--- config.mk ---
export PLATFORM = sky130hd
export DESIGN_NAME = usb_fs_tx_top
export DESIGN_NICKNAME = d
export VERILOG_FILES = /design/src/logic/usb_spec_pkg.sv /design/src/logic/usb_tx_pkg.sv /design/src/logic/usb_tx_bit_if.sv /design/src/logic/usb_tx_pid_decode.sv /design/src/logic/usb_tx_serializer.sv /design/src/logic/usb_tx_line_encoder.sv /design/src/logic/usb_fs_tx_top.sv
export SDC_FILE = /design/constraint.sdc
export NUM_CORES = 1
export LEC_CHECK = 0
export BUFFER_PORTS_ARGS = -buffer_cell sky130_fd_sc_hd__buf_2
export CAP_MARGIN = 30
export CORE_MARGIN = 5
export CORE_UTILIZATION = 61
export DETAILED_ROUTE_END_ITERATION = 7
export MAX_ROUTING_LAYER = met4
export PLACE_DENSITY_LB_ADDON = 0.2
export SYNTH_ARGS = -nofsm -noshare
export SYNTH_HDL_FRONTEND = slang
export SYNTH_SLANG_ARGS = --single-unit
--- constraint.sdc ---
create_clock -name i_clk_48MHz -period 5.9 [get_ports i_clk_48MHz]
set_input_delay 1.475 -clock i_clk_48MHz [delete_from_list [all_inputs] [get_ports i_clk_48MHz]]
set_output_delay 1.475 -clock i_clk_48MHz [all_outputs]
set_load 0.02 [all_outputs]
--- src/logic/usb_spec_pkg.sv ---
package usb_spec_pkg;

  // PID code as sent on the wire, check nibble not included.
  typedef logic [3:0] pid_t;

  // Device to host PIDs.
  localparam pid_t PID_DATA0 = 4'b0011;
  localparam pid_t PID_DATA1 = 4'b1011;
  localparam pid_t PID_ACK   = 4'b0010;
  localparam pid_t PID_NAK   = 4'b1010;
  localparam pid_t PID_STALL = 4'b1110;

  // Coding group lives in the two low PID bits.
  localparam logic [1:0] PIDGROUP_DATA      = 2'b11;
  localparam logic [1:0] PIDGROUP_HANDSHAKE = 2'b10;

  // Line state as {D+, D-}.
  typedef logic [1:0] line_t;

  localparam line_t LINE_J   = 2'b10;
  localparam line_t LINE_K   = 2'b01;
  localparam line_t LINE_SE0 = 2'b00;

  // KJKJKJKK on the line, i.e. seven zeros then a one, LSB first.
  localparam logic [7:0] SYNC_BYTE = 8'h80;

  // A zero is stuffed after this many ones in a row.
  localparam int NRZI_MAX_ONES = 6;

  // CRC16 for data payloads, x^16 + x^15 + x^2 + 1, bit reversed.
  localparam logic [15:0] CRC16_SEED      = 16'hFFFF;
  localparam logic [15:0] CRC16_POLY_REFL = 16'hA001;

endpackage

--- src/logic/usb_tx_pkg.sv ---
package usb_tx_pkg;

  typedef logic [7:0]  byte_t;
  typedef logic [15:0] crc16_t;

  // Byte sequencing in the serializer.
  typedef enum logic [2:0] {
    SER_IDLE,
    SER_SYNC,
    SER_PID,
    SER_DATA,
    SER_CRC_LO,
    SER_CRC_HI,
    SER_WAIT_EOP
  } ser_state_e;

  // Line encoder phases; each EOP state is one bit time.
  typedef enum logic [2:0] {
    ENC_IDLE,
    ENC_BITS,
    ENC_SE0_A,
    ENC_SE0_B,
    ENC_J
  } enc_state_e;

endpackage

--- src/logic/usb_tx_bit_if.sv ---
`timescale 1ns/1ps

interface usb_tx_bit_if;

  // Data bit to send on the next strobe.
  logic tx_bit;
  // High from acceptance until the EOP is done.
  logic active;
  // Marks the final bit of the final byte.
  logic last_bit;
  // Encoder inserts a zero on this strobe, serializer holds.
  logic stuff;
  // Closing J bit has ended.
  logic eop_done;

  modport ser (output tx_bit, output active, output last_bit,
               input stuff, input eop_done);

  modport enc (input tx_bit, input active, input last_bit,
               output stuff, output eop_done);

endinterface

--- src/logic/usb_tx_pid_decode.sv ---
`timescale 1ns/1ps

module usb_tx_pid_decode
  import usb_spec_pkg::*, usb_tx_pkg::*;
(
  input  logic  i_clk_48MHz,
  input  logic  i_rst,
  input  logic  i_strobe_12MHz,
  input  logic  i_valid,
  input  pid_t  i_pid,
  input  logic  i_busy,
  output logic  o_ready,
  output logic  o_start,
  output byte_t o_pid_byte,
  output logic  o_is_data,
  output logic  o_pid_err
);

  logic [1:0] pid_grp;
  logic       legal_data;
  logic       legal_hs;
  logic       req;

  // Group first, then the exact codes this device may send.
  assign pid_grp    = i_pid[1:0];
  assign legal_data = (pid_grp == PIDGROUP_DATA) &&
                      ((i_pid == PID_DATA0) || (i_pid == PID_DATA1));
  assign legal_hs   = (pid_grp == PIDGROUP_HANDSHAKE) &&
                      ((i_pid == PID_ACK) || (i_pid == PID_NAK) || (i_pid == PID_STALL));

  // A request only counts on a strobe while nothing is in flight.
  assign req     = i_strobe_12MHz && i_valid && o_ready;
  assign o_start = req && (legal_data || legal_hs);
  assign o_ready = !i_busy;

  // PID byte carries its own complement in the upper nibble.
  always_ff @(posedge i_clk_48MHz) begin
    if (o_start) begin
      o_pid_byte <= {~i_pid, i_pid};
      o_is_data  <= legal_data;
    end
  end

  // Single cycle flag for a rejected PID.
  always_ff @(posedge i_clk_48MHz) begin
    if (i_rst) begin
      o_pid_err <= 1'b0;
    end else begin
      o_pid_err <= req && !(legal_data || legal_hs);
    end
  end

endmodule

--- src/logic/usb_tx_serializer.sv ---
`timescale 1ns/1ps

module usb_tx_serializer
  import usb_spec_pkg::*, usb_tx_pkg::*;
#(
  parameter int MAX_PKT = 8
) (
  input  logic                       i_clk_48MHz,
  input  logic                       i_rst,
  input  logic                       i_strobe_12MHz,
  input  logic                       i_wr_en,
  input  logic [$clog2(MAX_PKT)-1:0] i_wr_idx,
  input  byte_t                      i_wr_byte,
  input  logic                       i_start,
  input  byte_t                      i_pid_byte,
  input  logic                       i_is_data,
  output logic                       o_busy,
  output logic                       o_inflight,
  usb_tx_bit_if.ser                  bit_if
);

  localparam int IDX_W = $clog2(MAX_PKT);
  // Byte counts run from 0 to MAX_PKT inclusive.
  localparam int CNT_W = $clog2(MAX_PKT + 1);

  byte_t            mem_q [MAX_PKT];
  logic [CNT_W-1:0] wr_cnt_q;
  logic [CNT_W-1:0] len_q;
  logic [CNT_W-1:0] idx_q;
  ser_state_e       state_q;
  byte_t            shift_q;
  byte_t            next_byte;
  logic [2:0]       bit_cnt_q;
  crc16_t           crc_q;
  crc16_t           crc_next;
  logic             active_q;
  logic             shifting;
  logic             byte_end;
  logic             final_byte;

  // Payload buffer, filled by the controller before the request.
  always_ff @(posedge i_clk_48MHz) begin
    if (i_wr_en) begin
      mem_q[i_wr_idx] <= i_wr_byte;
    end
  end

  // Writes since the last acceptance give the payload length.
  always_ff @(posedge i_clk_48MHz) begin
    if (i_rst || i_start) begin
      wr_cnt_q <= '0;
    end else if (i_wr_en) begin
      wr_cnt_q <= wr_cnt_q + 1'b1;
    end
  end

  always_ff @(posedge i_clk_48MHz) begin
    if (i_start) begin
      len_q <= wr_cnt_q;
    end
  end

  // Bits only move while the line is taking them.
  assign shifting = i_strobe_12MHz && active_q && !bit_if.stuff &&
                    (state_q != SER_IDLE) && (state_q != SER_WAIT_EOP);
  assign byte_end = (bit_cnt_q == 3'd7);

  // Handshakes end after the PID, data packets after the CRC.
  assign final_byte = ((state_q == SER_PID) && !i_is_data) || (state_q == SER_CRC_HI);

  // Reflected CRC16 step on the bit leaving the shift register.
  assign crc_next = {1'b0, crc_q[15:1]} ^
                    ((crc_q[0] ^ shift_q[0]) ? CRC16_POLY_REFL : 16'h0000);

  // Byte to load at the end of the current one.
  always_comb begin
    case (state_q)
      SER_PID:    next_byte = (len_q == '0) ? ~crc_q[7:0] : mem_q[0];
      SER_DATA:   next_byte = (idx_q == len_q) ? ~crc_next[7:0] : mem_q[idx_q[IDX_W-1:0]];
      SER_CRC_LO: next_byte = ~crc_q[15:8];
      default:    next_byte = i_pid_byte;
    endcase
  end

  // Sequencing of the packet fields.
  always_ff @(posedge i_clk_48MHz) begin
    if (i_rst) begin
      state_q   <= SER_IDLE;
      active_q  <= 1'b0;
      bit_cnt_q <= '0;
      idx_q     <= '0;
    end else if (i_strobe_12MHz) begin
      if (i_start) begin
        state_q   <= SER_SYNC;
        active_q  <= 1'b1;
        bit_cnt_q <= '0;
        idx_q     <= '0;
      end else if (bit_if.eop_done) begin
        state_q  <= SER_IDLE;
        active_q <= 1'b0;
      end else if (shifting) begin
        bit_cnt_q <= bit_cnt_q + 3'd1;
        if (byte_end) begin
          case (state_q)
            SER_SYNC: state_q <= SER_PID;
            SER_PID: begin
              if (!i_is_data) begin
                state_q <= SER_WAIT_EOP;
              end else if (len_q == '0) begin
                // zero length packet, CRC only
                state_q <= SER_CRC_LO;
              end else begin
                state_q <= SER_DATA;
                idx_q   <= 1'b1;
              end
            end
            SER_DATA: begin
              if (idx_q == len_q) begin
                state_q <= SER_CRC_LO;
              end else begin
                idx_q <= idx_q + 1'b1;
              end
            end
            SER_CRC_LO: state_q <= SER_CRC_HI;
            SER_CRC_HI: state_q <= SER_WAIT_EOP;
            default:    state_q <= state_q;
          endcase
        end
      end
    end
  end

  // Shift register and CRC; the CRC covers payload bits only.
  always_ff @(posedge i_clk_48MHz) begin
    if (i_strobe_12MHz) begin
      if (i_start) begin
        shift_q <= SYNC_BYTE;
        crc_q   <= CRC16_SEED;
      end else if (shifting) begin
        if (state_q == SER_DATA) begin
          crc_q <= crc_next;
        end
        shift_q <= byte_end ? next_byte : {1'b0, shift_q[7:1]};
      end
    end
  end

  assign bit_if.tx_bit   = shift_q[0];
  assign bit_if.active   = active_q;
  assign bit_if.last_bit = byte_end && final_byte;

  // Busy doubles as the pad output enable.
  assign o_busy     = active_q;
  assign o_inflight = active_q;

endmodule

--- src/logic/usb_tx_line_encoder.sv ---
`timescale 1ns/1ps

module usb_tx_line_encoder
  import usb_spec_pkg::*, usb_tx_pkg::*;
(
  input  logic        i_clk_48MHz,
  input  logic        i_rst,
  input  logic        i_strobe_12MHz,
  usb_tx_bit_if.enc   bit_if,
  output logic        o_dp,
  output logic        o_dn,
  output logic        o_eop_done
);

  localparam logic [2:0] ONES_LIMIT = 3'(NRZI_MAX_ONES);

  enc_state_e state_q;
  line_t      line_q;
  line_t      nrzi_line;
  logic [2:0] ones_q;
  logic       tail_q;
  logic       send_bit;

  // Stuffing is due once the ones counter reaches the limit.
  assign bit_if.stuff = (state_q == ENC_BITS) && (ones_q == ONES_LIMIT);
  assign send_bit     = bit_if.stuff ? 1'b0 : bit_if.tx_bit;

  // NRZI: a one keeps the line, a zero flips J and K.
  assign nrzi_line = send_bit ? line_q : ((line_q == LINE_J) ? LINE_K : LINE_J);

  always_ff @(posedge i_clk_48MHz) begin
    if (i_rst) begin
      state_q <= ENC_IDLE;
      line_q  <= LINE_J;
      ones_q  <= '0;
      tail_q  <= 1'b0;
    end else if (i_strobe_12MHz) begin
      case (state_q)
        ENC_IDLE, ENC_BITS: begin
          // Any pending stuff bit goes out before the EOP.
          if (tail_q && !bit_if.stuff) begin
            state_q <= ENC_SE0_A;
            line_q  <= LINE_SE0;
            ones_q  <= '0;
            tail_q  <= 1'b0;
          end else if (bit_if.active) begin
            state_q <= ENC_BITS;
            line_q  <= nrzi_line;
            ones_q  <= send_bit ? ones_q + 3'd1 : 3'd0;
            tail_q  <= tail_q || (bit_if.last_bit && !bit_if.stuff);
          end
        end
        ENC_SE0_A: state_q <= ENC_SE0_B;
        ENC_SE0_B: begin
          // Line returns to idle J for the final bit time.
          state_q <= ENC_J;
          line_q  <= LINE_J;
        end
        ENC_J:   state_q <= ENC_IDLE;
        default: state_q <= ENC_IDLE;
      endcase
    end
  end

  // Pulses on the strobe that closes the J bit.
  assign o_eop_done      = i_strobe_12MHz && (state_q == ENC_J);
  assign bit_if.eop_done = o_eop_done;

  assign {o_dp, o_dn} = line_q;

endmodule

--- src/logic/usb_fs_tx_top.sv ---
`timescale 1ns/1ps

module usb_fs_tx_top
  import usb_spec_pkg::*, usb_tx_pkg::*;
#(
  parameter int MAX_PKT = 8
) (
  input  logic                       i_clk_48MHz,
  input  logic                       i_rst,
  input  logic                       i_strobe_12MHz,
  input  logic                       i_valid,
  input  pid_t                       i_pid,
  output logic                       o_ready,
  input  logic                       i_wr_en,
  input  logic [$clog2(MAX_PKT)-1:0] i_wr_idx,
  input  byte_t                      i_wr_byte,
  output logic                       o_dp,
  output logic                       o_dn,
  output logic                       o_inflight,
  output logic                       o_eop_done,
  output logic                       o_pid_err
);

  logic  start;
  logic  is_data;
  logic  busy;
  byte_t pid_byte;

  // Serial bit stream between serializer and encoder.
  usb_tx_bit_if bit_if ();

  // Decode stage.
  usb_tx_pid_decode u_decode (
    .i_clk_48MHz   (i_clk_48MHz),
    .i_rst         (i_rst),
    .i_strobe_12MHz(i_strobe_12MHz),
    .i_valid       (i_valid),
    .i_pid         (i_pid),
    .i_busy        (busy),
    .o_ready       (o_ready),
    .o_start       (start),
    .o_pid_byte    (pid_byte),
    .o_is_data     (is_data),
    .o_pid_err     (o_pid_err)
  );

  // Execute stage.
  usb_tx_serializer #(.MAX_PKT(MAX_PKT)) u_serializer (
    .i_clk_48MHz   (i_clk_48MHz),
    .i_rst         (i_rst),
    .i_strobe_12MHz(i_strobe_12MHz),
    .i_wr_en       (i_wr_en),
    .i_wr_idx      (i_wr_idx),
    .i_wr_byte     (i_wr_byte),
    .i_start       (start),
    .i_pid_byte    (pid_byte),
    .i_is_data     (is_data),
    .o_busy        (busy),
    .o_inflight    (o_inflight),
    .bit_if        (bit_if.ser)
  );

  // Result stage drives the pair.
  usb_tx_line_encoder u_encoder (
    .i_clk_48MHz   (i_clk_48MHz),
    .i_rst         (i_rst),
    .i_strobe_12MHz(i_strobe_12MHz),
    .bit_if        (bit_if.enc),
    .o_dp          (o_dp),
    .o_dn          (o_dn),
    .o_eop_done    (o_eop_done)
  );

endmodule

* Word-level counts from Yosys, hierarchy flattened *
Memory sizes are Yosys's and may differ from the RTL's. A register that Yosys moved wholly into a read port is not among the register bits.
Cells that the tools add are included.

cells by class
  add/subtract/negate cells = 4
  equality and inequality tests = 28
  muxes and demuxes = 47
  bitwise gates (word level) = 6
  reductions and logical operators = 50

operators with widths
  kind                   count
  $mux W3                17
  $mux W16               3
  $mux W8                4
  $mux W4                7
  $not A8 Y8             3
  $pmux W8 S3            1
  $logic_and A1 B1 Y1    16
  $xor A15 B16 Y16       1
  $eq A3 B3 Y1 const B   5
  $pmux W3 S5            1
  $eq A3 B2 Y1 const B   4
  $eq A4 B4 Y1 const B   3
  $ne A3 B2 Y1 const B   4
  $reduce_bool A2 Y1     6
  $reduce_bool A3 Y1     4
  $pmux W3 S3            1
  $reduce_and A3 Y1      3
  $add A4 B1 Y4 const B  2
  $eq A4 B2 Y1 const B   2
  $mux W2                4
  $pmux W4 S2            1
  $reduce_and A8 Y1      1
  $logic_or A1 B1 Y1     7
  $mux W1                7
  other kinds (18)       28

storage, ports and cells
  register bits = 62
  RAM bits = 64
  input port bits = 20
  output and inout bits = 6
  memories = 1

memories
  memory              depth  bits a word  read ports  clocked after memory_dff  write ports  RTL line                 text
  u_serializer.mem_q  8      8            2           1                         1            usb_tx_serializer.sv:26  byte_t mem_q [MAX_PKT];

* Depth between registers and ports, before layout *
Gate-level depths: netlist (run 1).

  depth after elaboration = 11
  depth in mapped cells = 7
  mapped depth without buffers = 7

* By module *
From an unflattened synthesis (run 1), not the netlist that was laid out.

second synthesis, totals
  cell total of the unflattened synthesis = 443
  area, all modules = 5973.2 um^2

by module, submodules not included
  module               instances  cells each  area each (um^2)  sequential area each (um^2)
  usb_tx_serializer    1          356         5033.6            3123.0
  usb_tx_line_encoder  1          66          589.3             180.2
  usb_tx_pid_decode    1          21          350.3             290.3

* Worst setup path before layout (run 1) *
No wires, ideal clock.

  path type = input-to-output
  start = input i_strobe_12MHz
  end = output o_eop_done
  data arrival time = 2.199 ns
  required time = 4.425 ns
  path slack = 2.226 ns
  stages = 4
  cell sequence = buf_2 nand2_1 or3_1 inv_2

on the way
  word-level cells in the longest chain between the ends = 1

RTL lines
  element              RTL line                   text
  start, declared      usb_fs_tx_top.sv:10        input logic i_strobe_12MHz,
  $logic_and A1 B1 Y1  usb_tx_line_encoder.sv:66  assign o_eop_done = i_strobe_12MHz && (state_q == ENC_J);
  end, declared        usb_fs_tx_top.sv:20        output logic o_eop_done,

Every way passes these cells.

* Worst setup path in the final report (run 1) *
Same ends and word-level chain as after synthesis.

==> results.toml, run 1 <==
[place]
io_buffers = 25
routabilityCongestion = 0.865
dp_hpwl_um = 7870
dp_cells = 574

[final_layout]
antenna_cells = 0
area_growth_pct = 14.5
fillers = 636
drive_above_1_share_pct = 24.3
nets = 490
stdcell_count = 606

[global_route]
grt_max_degree = 31
grt_overflow_total = 0
first_global_vias = 3866
antenna_found_initial = 0
grt_pass1_wl_um = 19900
grt.total_usage_pct = 23.3

[critical_path]
critPathBufInv = 3
slowest_stage = "or3_1"
crit_path_frequent_cell = "buf_2"
worst_setup_path_start_kind = "primary input"
worstPathRequired_ns = 4.43
path_cells = "buf_2 > nand2_1 > or3_1 > inv_2 > buf_2"
cp_max_fo = 8
crit_type = "primary input to output pin"
cp_data_arrival_time_ns = 2.42
critPathTopFamily = "buffers and inverters"
cp-end-kind = "output pin"
worst_path_largest_cell_delay_ns = 0.38
startpoint = "i_strobe_12MHz"
rr_startpoint = "u_serializer.state_q[1]"

[detailed_routing]
routed_wl_um = 11900
drtIter0Drc = 278
antenna_left = 0
num_vias = 3679
viasPerCell = 6.07
wl_per_cell_um = 19.6
drt_first_pass_iters = 4
post-route-drc-count = 0

[floorplan]
die_area_mm2 = 0.0116
io_pins = 26
die_x_um = 108
die_h_um = 108
start_util_pct = 62.7
core-area_mm2 = 0.00928
row_count = 35

[synth]
synth.distinct_cells = 63
ys_ff_latch = 129
syn_inst = 435
synth_ff_type = "edfxtp_1"
synthesis.area_mm2 = 0.00582
synth_enable_flop_cells = 101
async_flop_share_pct = 0
syn_area_per_cell_um2 = 13.4
synthesis.nets = 461
synth_warnings = 0
yosysSeqAreaShare_pct = 61.7

[timing]
fin_crit_ns = 3.90
post-route-period-util_pct = 66.1
finalHoldViolCount = 0
setup_tns_ns = 0
finClkSkew_ns = 0.0121
rsz0062_at_grt = "no"
worst_slew_pin_slew_ns = 0.828
slew_headroom_pct = 44.6
fmax_mhz = 256
setup_viol = 0
slew_violations = 0

[clocking]
ctsResizeCount = 0
htreeDepth = 4
clkLatencyLatePin_ns = 0.53
cts_tree = "built"
cts_buffers = 17
root_buffer = "clkbuf_8"
clock_path_buffers = 2
cts_sinks = 129
postCtsHoldBufs = 0
post_cts_buffers = 0
clk_pin_slew_worst_paths_ns = 0.06

[run]
cap_violations = 0

[status]
status = "finished, final reports clean"

[pwr]
max-vdd-ir-drop_v = 0.000219
p_per_area_mw_per_mm2 = 322
p_leak_nw = 2.36

[min_path]
hp-start = "u_encoder.ones_q[1]"
min_path_type = "register to register"
## synth_stat cells (all sizes together), types with 6 or more instances
| library cell | number | area, µm² |
|---|---|---|
| a2bb2oi | 8 | 70.1 |
| a211oi | 11 | 82.6 |
| mux2 | 8 | 90.1 |
| ha | 6 | 75.1 |
| inv | 22 | 82.6 |
| or2 | 15 | 93.8 |
| clkbuf | 9 | 33.8 |
| nor3 | 20 | 116 |
| xnor2 | 8 | 70.1 |
| nor2 | 32 | 120 |
| mux4 | 16 | 360 |
| a21oi | 12 | 60.1 |
| dfxtp | 28 | 561 |
| edfxtp | 101 | 3030 |
| mux2i | 9 | 90.1 |
| buf | 11 | 58.8 |
| nand2 | 28 | 105 |
| o21ai | 19 | 106 |
| nand3 | 6 | 35.0 |
## per-layer routing
metal | share of wire (%) | up-vias | global-route usage (%)
met5 | 0 | - | -
met4 | 1.5 | 0 | 8.39
met3 | 4.8 | 19 | 5.88
met2 | 50 | 102 | 36.9
met1 | 43 | 1828 | 29.5
li1 | - | 1730 | -
## registers in the layout, summed over array words and instances, names as in the netlist, named ones only
name	flops
u_serializer.bit_if.active	1
u_serializer.state_q	3
u_serializer.idx_q	4
u_serializer.mem_q	64
u_encoder.state_q	3
u_serializer.bit_cnt_q	3
u_encoder.line_q	2
u_serializer.len_q	4
u_serializer.wr_cnt_q	4
u_serializer.shift_q	8
u_decode.o_is_data	1
u_decode.o_pid_err	1
u_serializer.crc_q	16
u_encoder.tail_q	1
u_decode.o_pid_byte	8
u_encoder.ones_q	3
## worst paths after layout
path | slack (ns) | cells past startpoint | end
setup / recovery | 2.00 | 5 | o_eop_done
hold / removal | 0.49 | 2 | u_encoder.ones_q[1]
setup reg to reg | 3.32 | 5 | u_serializer.crc_q[9]
hold reg to reg | 0.49 | 2 | u_encoder.ones_q[1]
## cells in the final DEF, fill, tap and decap left out, drive strengths merged, types with 15 or more instances in the layout
cell type	synthesis	routed
edfxtp	101	101
nor2	32	32
buf	11	30
nand2	28	28
dfxtp	28	28
inv	22	28
nor3	20	20
clkbuf	9	19
o21ai	19	19
mux4	16	16
or2	15	15
## area by class of cell
class | count | area [µm²] | area share (%)
sequential | 129 | 3590 | 53.9
clock buffer | 19 | 422 | 6.32
timing repair buffer | 30 | 183 | 2.74
inverter | 22 | 82.6 | 1.24
clock inverter | 13 | 174 | 2.61
tap | 129 | 161 | 2.42
multi-input combinational | 264 | 2050 | 30.8
## where the power goes
group / switching (mW) / leakage [nW] / total, mW / internal, mW
combinational: 0.0420 / 0.921 / 0.0674 / 0.0253
sequential: 0.0127 / 1.15 / 1.02 / 1.00
clock: 0.409 / 0.293 / 1.06 / 0.653
total: 0.464 / 2.36 / 2.15 / 1.68
## cell families (layout without fill, tap and decap cells)
logic type      Yosys count  in the layout  synth area share, %
mux                      33             33                 9.28
simple gates            131            131                 12.3
buf+inv                  42             84                 3.01
compound gates           83             83                 10.7
fa+ha+maj                 6              6                 1.29
xor+xnor                 11             11                 1.65
flops                   129            129                 61.7
## metrics by stage
| step | worst slack, ns | power, mW | area [µm²] | utilization (%) | hold WS [ns] |
|---|---|---|---|---|---|
| final | 2.00 | 2.15 | 6670 | 71.8 | 0.493 |
| after global routing | 1.95 | 2.22 | 6670 | 71.8 | 0.495 |
| after CTS | 2.01 | 2.16 | 6670 | 71.8 | 0.487 |
| after detailed placement | 2.01 | 1.10 | 6070 | 65.4 | 0.443 |
| after global placement | 2.01 | 1.10 | 6050 | 65.1 | 0.441 |
| after floorplan | 2.23 | 1.07 | 5820 | - | 0.428 |
## tightest hold or removal path, cell delays in order (launching register included)
cell and delay [ns]:
dfxtp_1 0.33, nand2_1 0.06, a21oi_1 0.06
No activity file was read; power rests on OpenSTA's default activity.
==> inputs of run 2 (changes only) <==
Clock period 5.9 ns to 3.8 ns, I/O delays scaled along.
==> run 2 against run 1 <==
  * First-iteration DRC count decreased by 18%
  * Cell count increased by 0.50%
  * Combinational power increased by 57%
  * Core utilization unchanged
==> results.toml, run 2 (synthesis results as in run 1) <==
[status]
status = "finished, final reports clean"

[critical_path]
worst_path_largest_cell_delay_ns = 0.63
worst_setup_path_start_kind = "register"
worstPathRequired_ns = 2.85
cp-end-kind = "output pin"
slowest_stage = "dfxtp_1"
cp_max_fo = 13
critPathTopFamily = "flip-flops"
crit_type = "register to output pin"
cp_data_arrival_time_ns = 1.95
critPathBufInv = 2
path_cells = "nand2_1 > or3_1 > inv_2 > buf_2"

[final_layout]
fillers = 633
multiInputGateArea_mm2 = 0.00205
drive_above_1_share_pct = 24.8
seq_area_mm2 = 0.00359
antenna_cells = 0
nets = 493
largest-register = "u_serializer.mem_q"
largest_reg_flops = 64
utilization_pct = 71.8
final_cell_mix = "101 x edfxtp_1, 32 x nor2_1, 28 x nand2_1, 28 x dfxtp_1, 25 x buf_2"
reg.largest.list = "u_serializer.mem_q x64, u_serializer.crc_q x16"
final_common_cell = "edfxtp_1"
area_growth_pct = 14.5

[global_route]
gr-usage-met1_pct = 27.3
first_global_vias = 3716
met2_usage_pct = 36.5
grt_overflow_total = 0
grt_pass1_wl_um = 19100
use_met3_pct = 6.84
antenna_found_initial = 0
grt_max_degree = 23
top_usage_layer = "met2"
grt.total_usage_pct = 22.7

[clocking]
post_cts_buffers = 0
root_buffer = "clkbuf_8"
cts_sinks = 129
clkLatencyLatePin_ns = 0.53
ctsResizeCount = 0
cts_tree = "built"
clock_path_buffers = 2
htreeDepth = 4
cts_buffers = 17
clk_pin_slew_worst_paths_ns = 0.06
postCtsHoldBufs = 0

[place]
dp_hpwl_um = 7820
io_buffers = 25
routabilityCongestion = 0.847

[floorplan]
die_area_mm2 = 0.0116
core-area_mm2 = 0.00928
start_util_pct = 62.7
row_count = 35
die_x_um = 108
io_pins = 26
die_h_um = 108

[pwr]
power.switching_mw = 0.709
p_per_area_mw_per_mm2 = 497
p_leak_nw = 2.36
power_frac_clock_pct = 49.2
seqPwrFrac_pct = 47.6
max-vdd-ir-drop_v = 0.000388
p_int_mw = 2.61
pwr-share-comb_pct = 3.2
sw_frac_of_total_pct = 21.4

[min_path]
min_path_type = "register to register"

[timing]
finClkSkew_ns = 0.0148
setup_tns_ns = 0
fmax_mhz = 345
setup_viol = 0
post-route-period-util_pct = 76.3
fin_crit_ns = 2.90
slew_headroom_pct = 47.4
worst_slew_pin_slew_ns = 0.786
finalHoldViolCount = 0
rsz0062_at_grt = "no"
slew_violations = 0

[detailed_routing]
drtIter0Drc = 229
antenna_left = 0
wl_per_cell_um = 19.3
routed_wl_um = 11800
drt_first_pass_iters = 5
num_vias = 3678
post-route-drc-count = 0
viasPerCell = 6.04

[run]
cap_violations = 0
==> run 2: cell count changes in the layout (fill, tap and decap cells not counted), sizes merged <==
cell	delta
buf	+3
inv	-1
clkbuf	-1
clkinvlp	+2
==> run 2: power groups by stage <==
stage               registers, mW  logic (mW)  clock network, mW
CTS                          1.58       0.106               1.65
global placement             1.60       0.100                  0
floorplan                    1.60      0.0643                  0
finish                       1.58       0.106               1.63
global route                 1.58       0.116               1.72
detailed placement           1.61       0.105                  0
==> run 2: layout make-up <==
type                    instances  area share [%]
clock buffers                  18            6.27
clock inverters                14            2.63
inverters                      22            1.24
multi-input cells             264            30.8
flip-flops and latches        129            53.9
well taps                     129            2.42
repair buffers                 33            2.78
==> run 2: per-stage QoR <==
step	power [mW]	hold WS, ns	std cells	setup WS [ns]	instance area [µm²]
2_1_floorplan	1.66	0.428	435	0.672	5820
3_3_place_gp	1.70	0.448	577	0.969	6080
3_5_place_dp	1.71	0.442	577	0.938	6080
4_1_cts	3.34	0.458	609	0.878	6670
5_1_grt	3.42	0.487	609	0.785	6670
6_report	3.31	0.455	609	0.900	6670
==> run 2: path summary, 6_finish.rpt <==
kind                            startpoint                       to  slack, ns  cells after the start
hold / removal    u_serializer.wr_cnt_q[3]    u_serializer.len_q[3]       0.46                      0
setup reg to reg   u_serializer.state_q[1]  u_serializer.shift_q[6]       1.28                      5
setup / recovery      u_encoder.state_q[2]               o_eop_done       0.90                      4
hold reg to reg   u_serializer.wr_cnt_q[3]    u_serializer.len_q[3]       0.46                      0
==> run 2: metal layers <==
metal,vias up,wire length (µm)
met5,-,0
met4,0,201
met3,20,644
met2,118,5980
met1,1796,4940
li1,1744,-
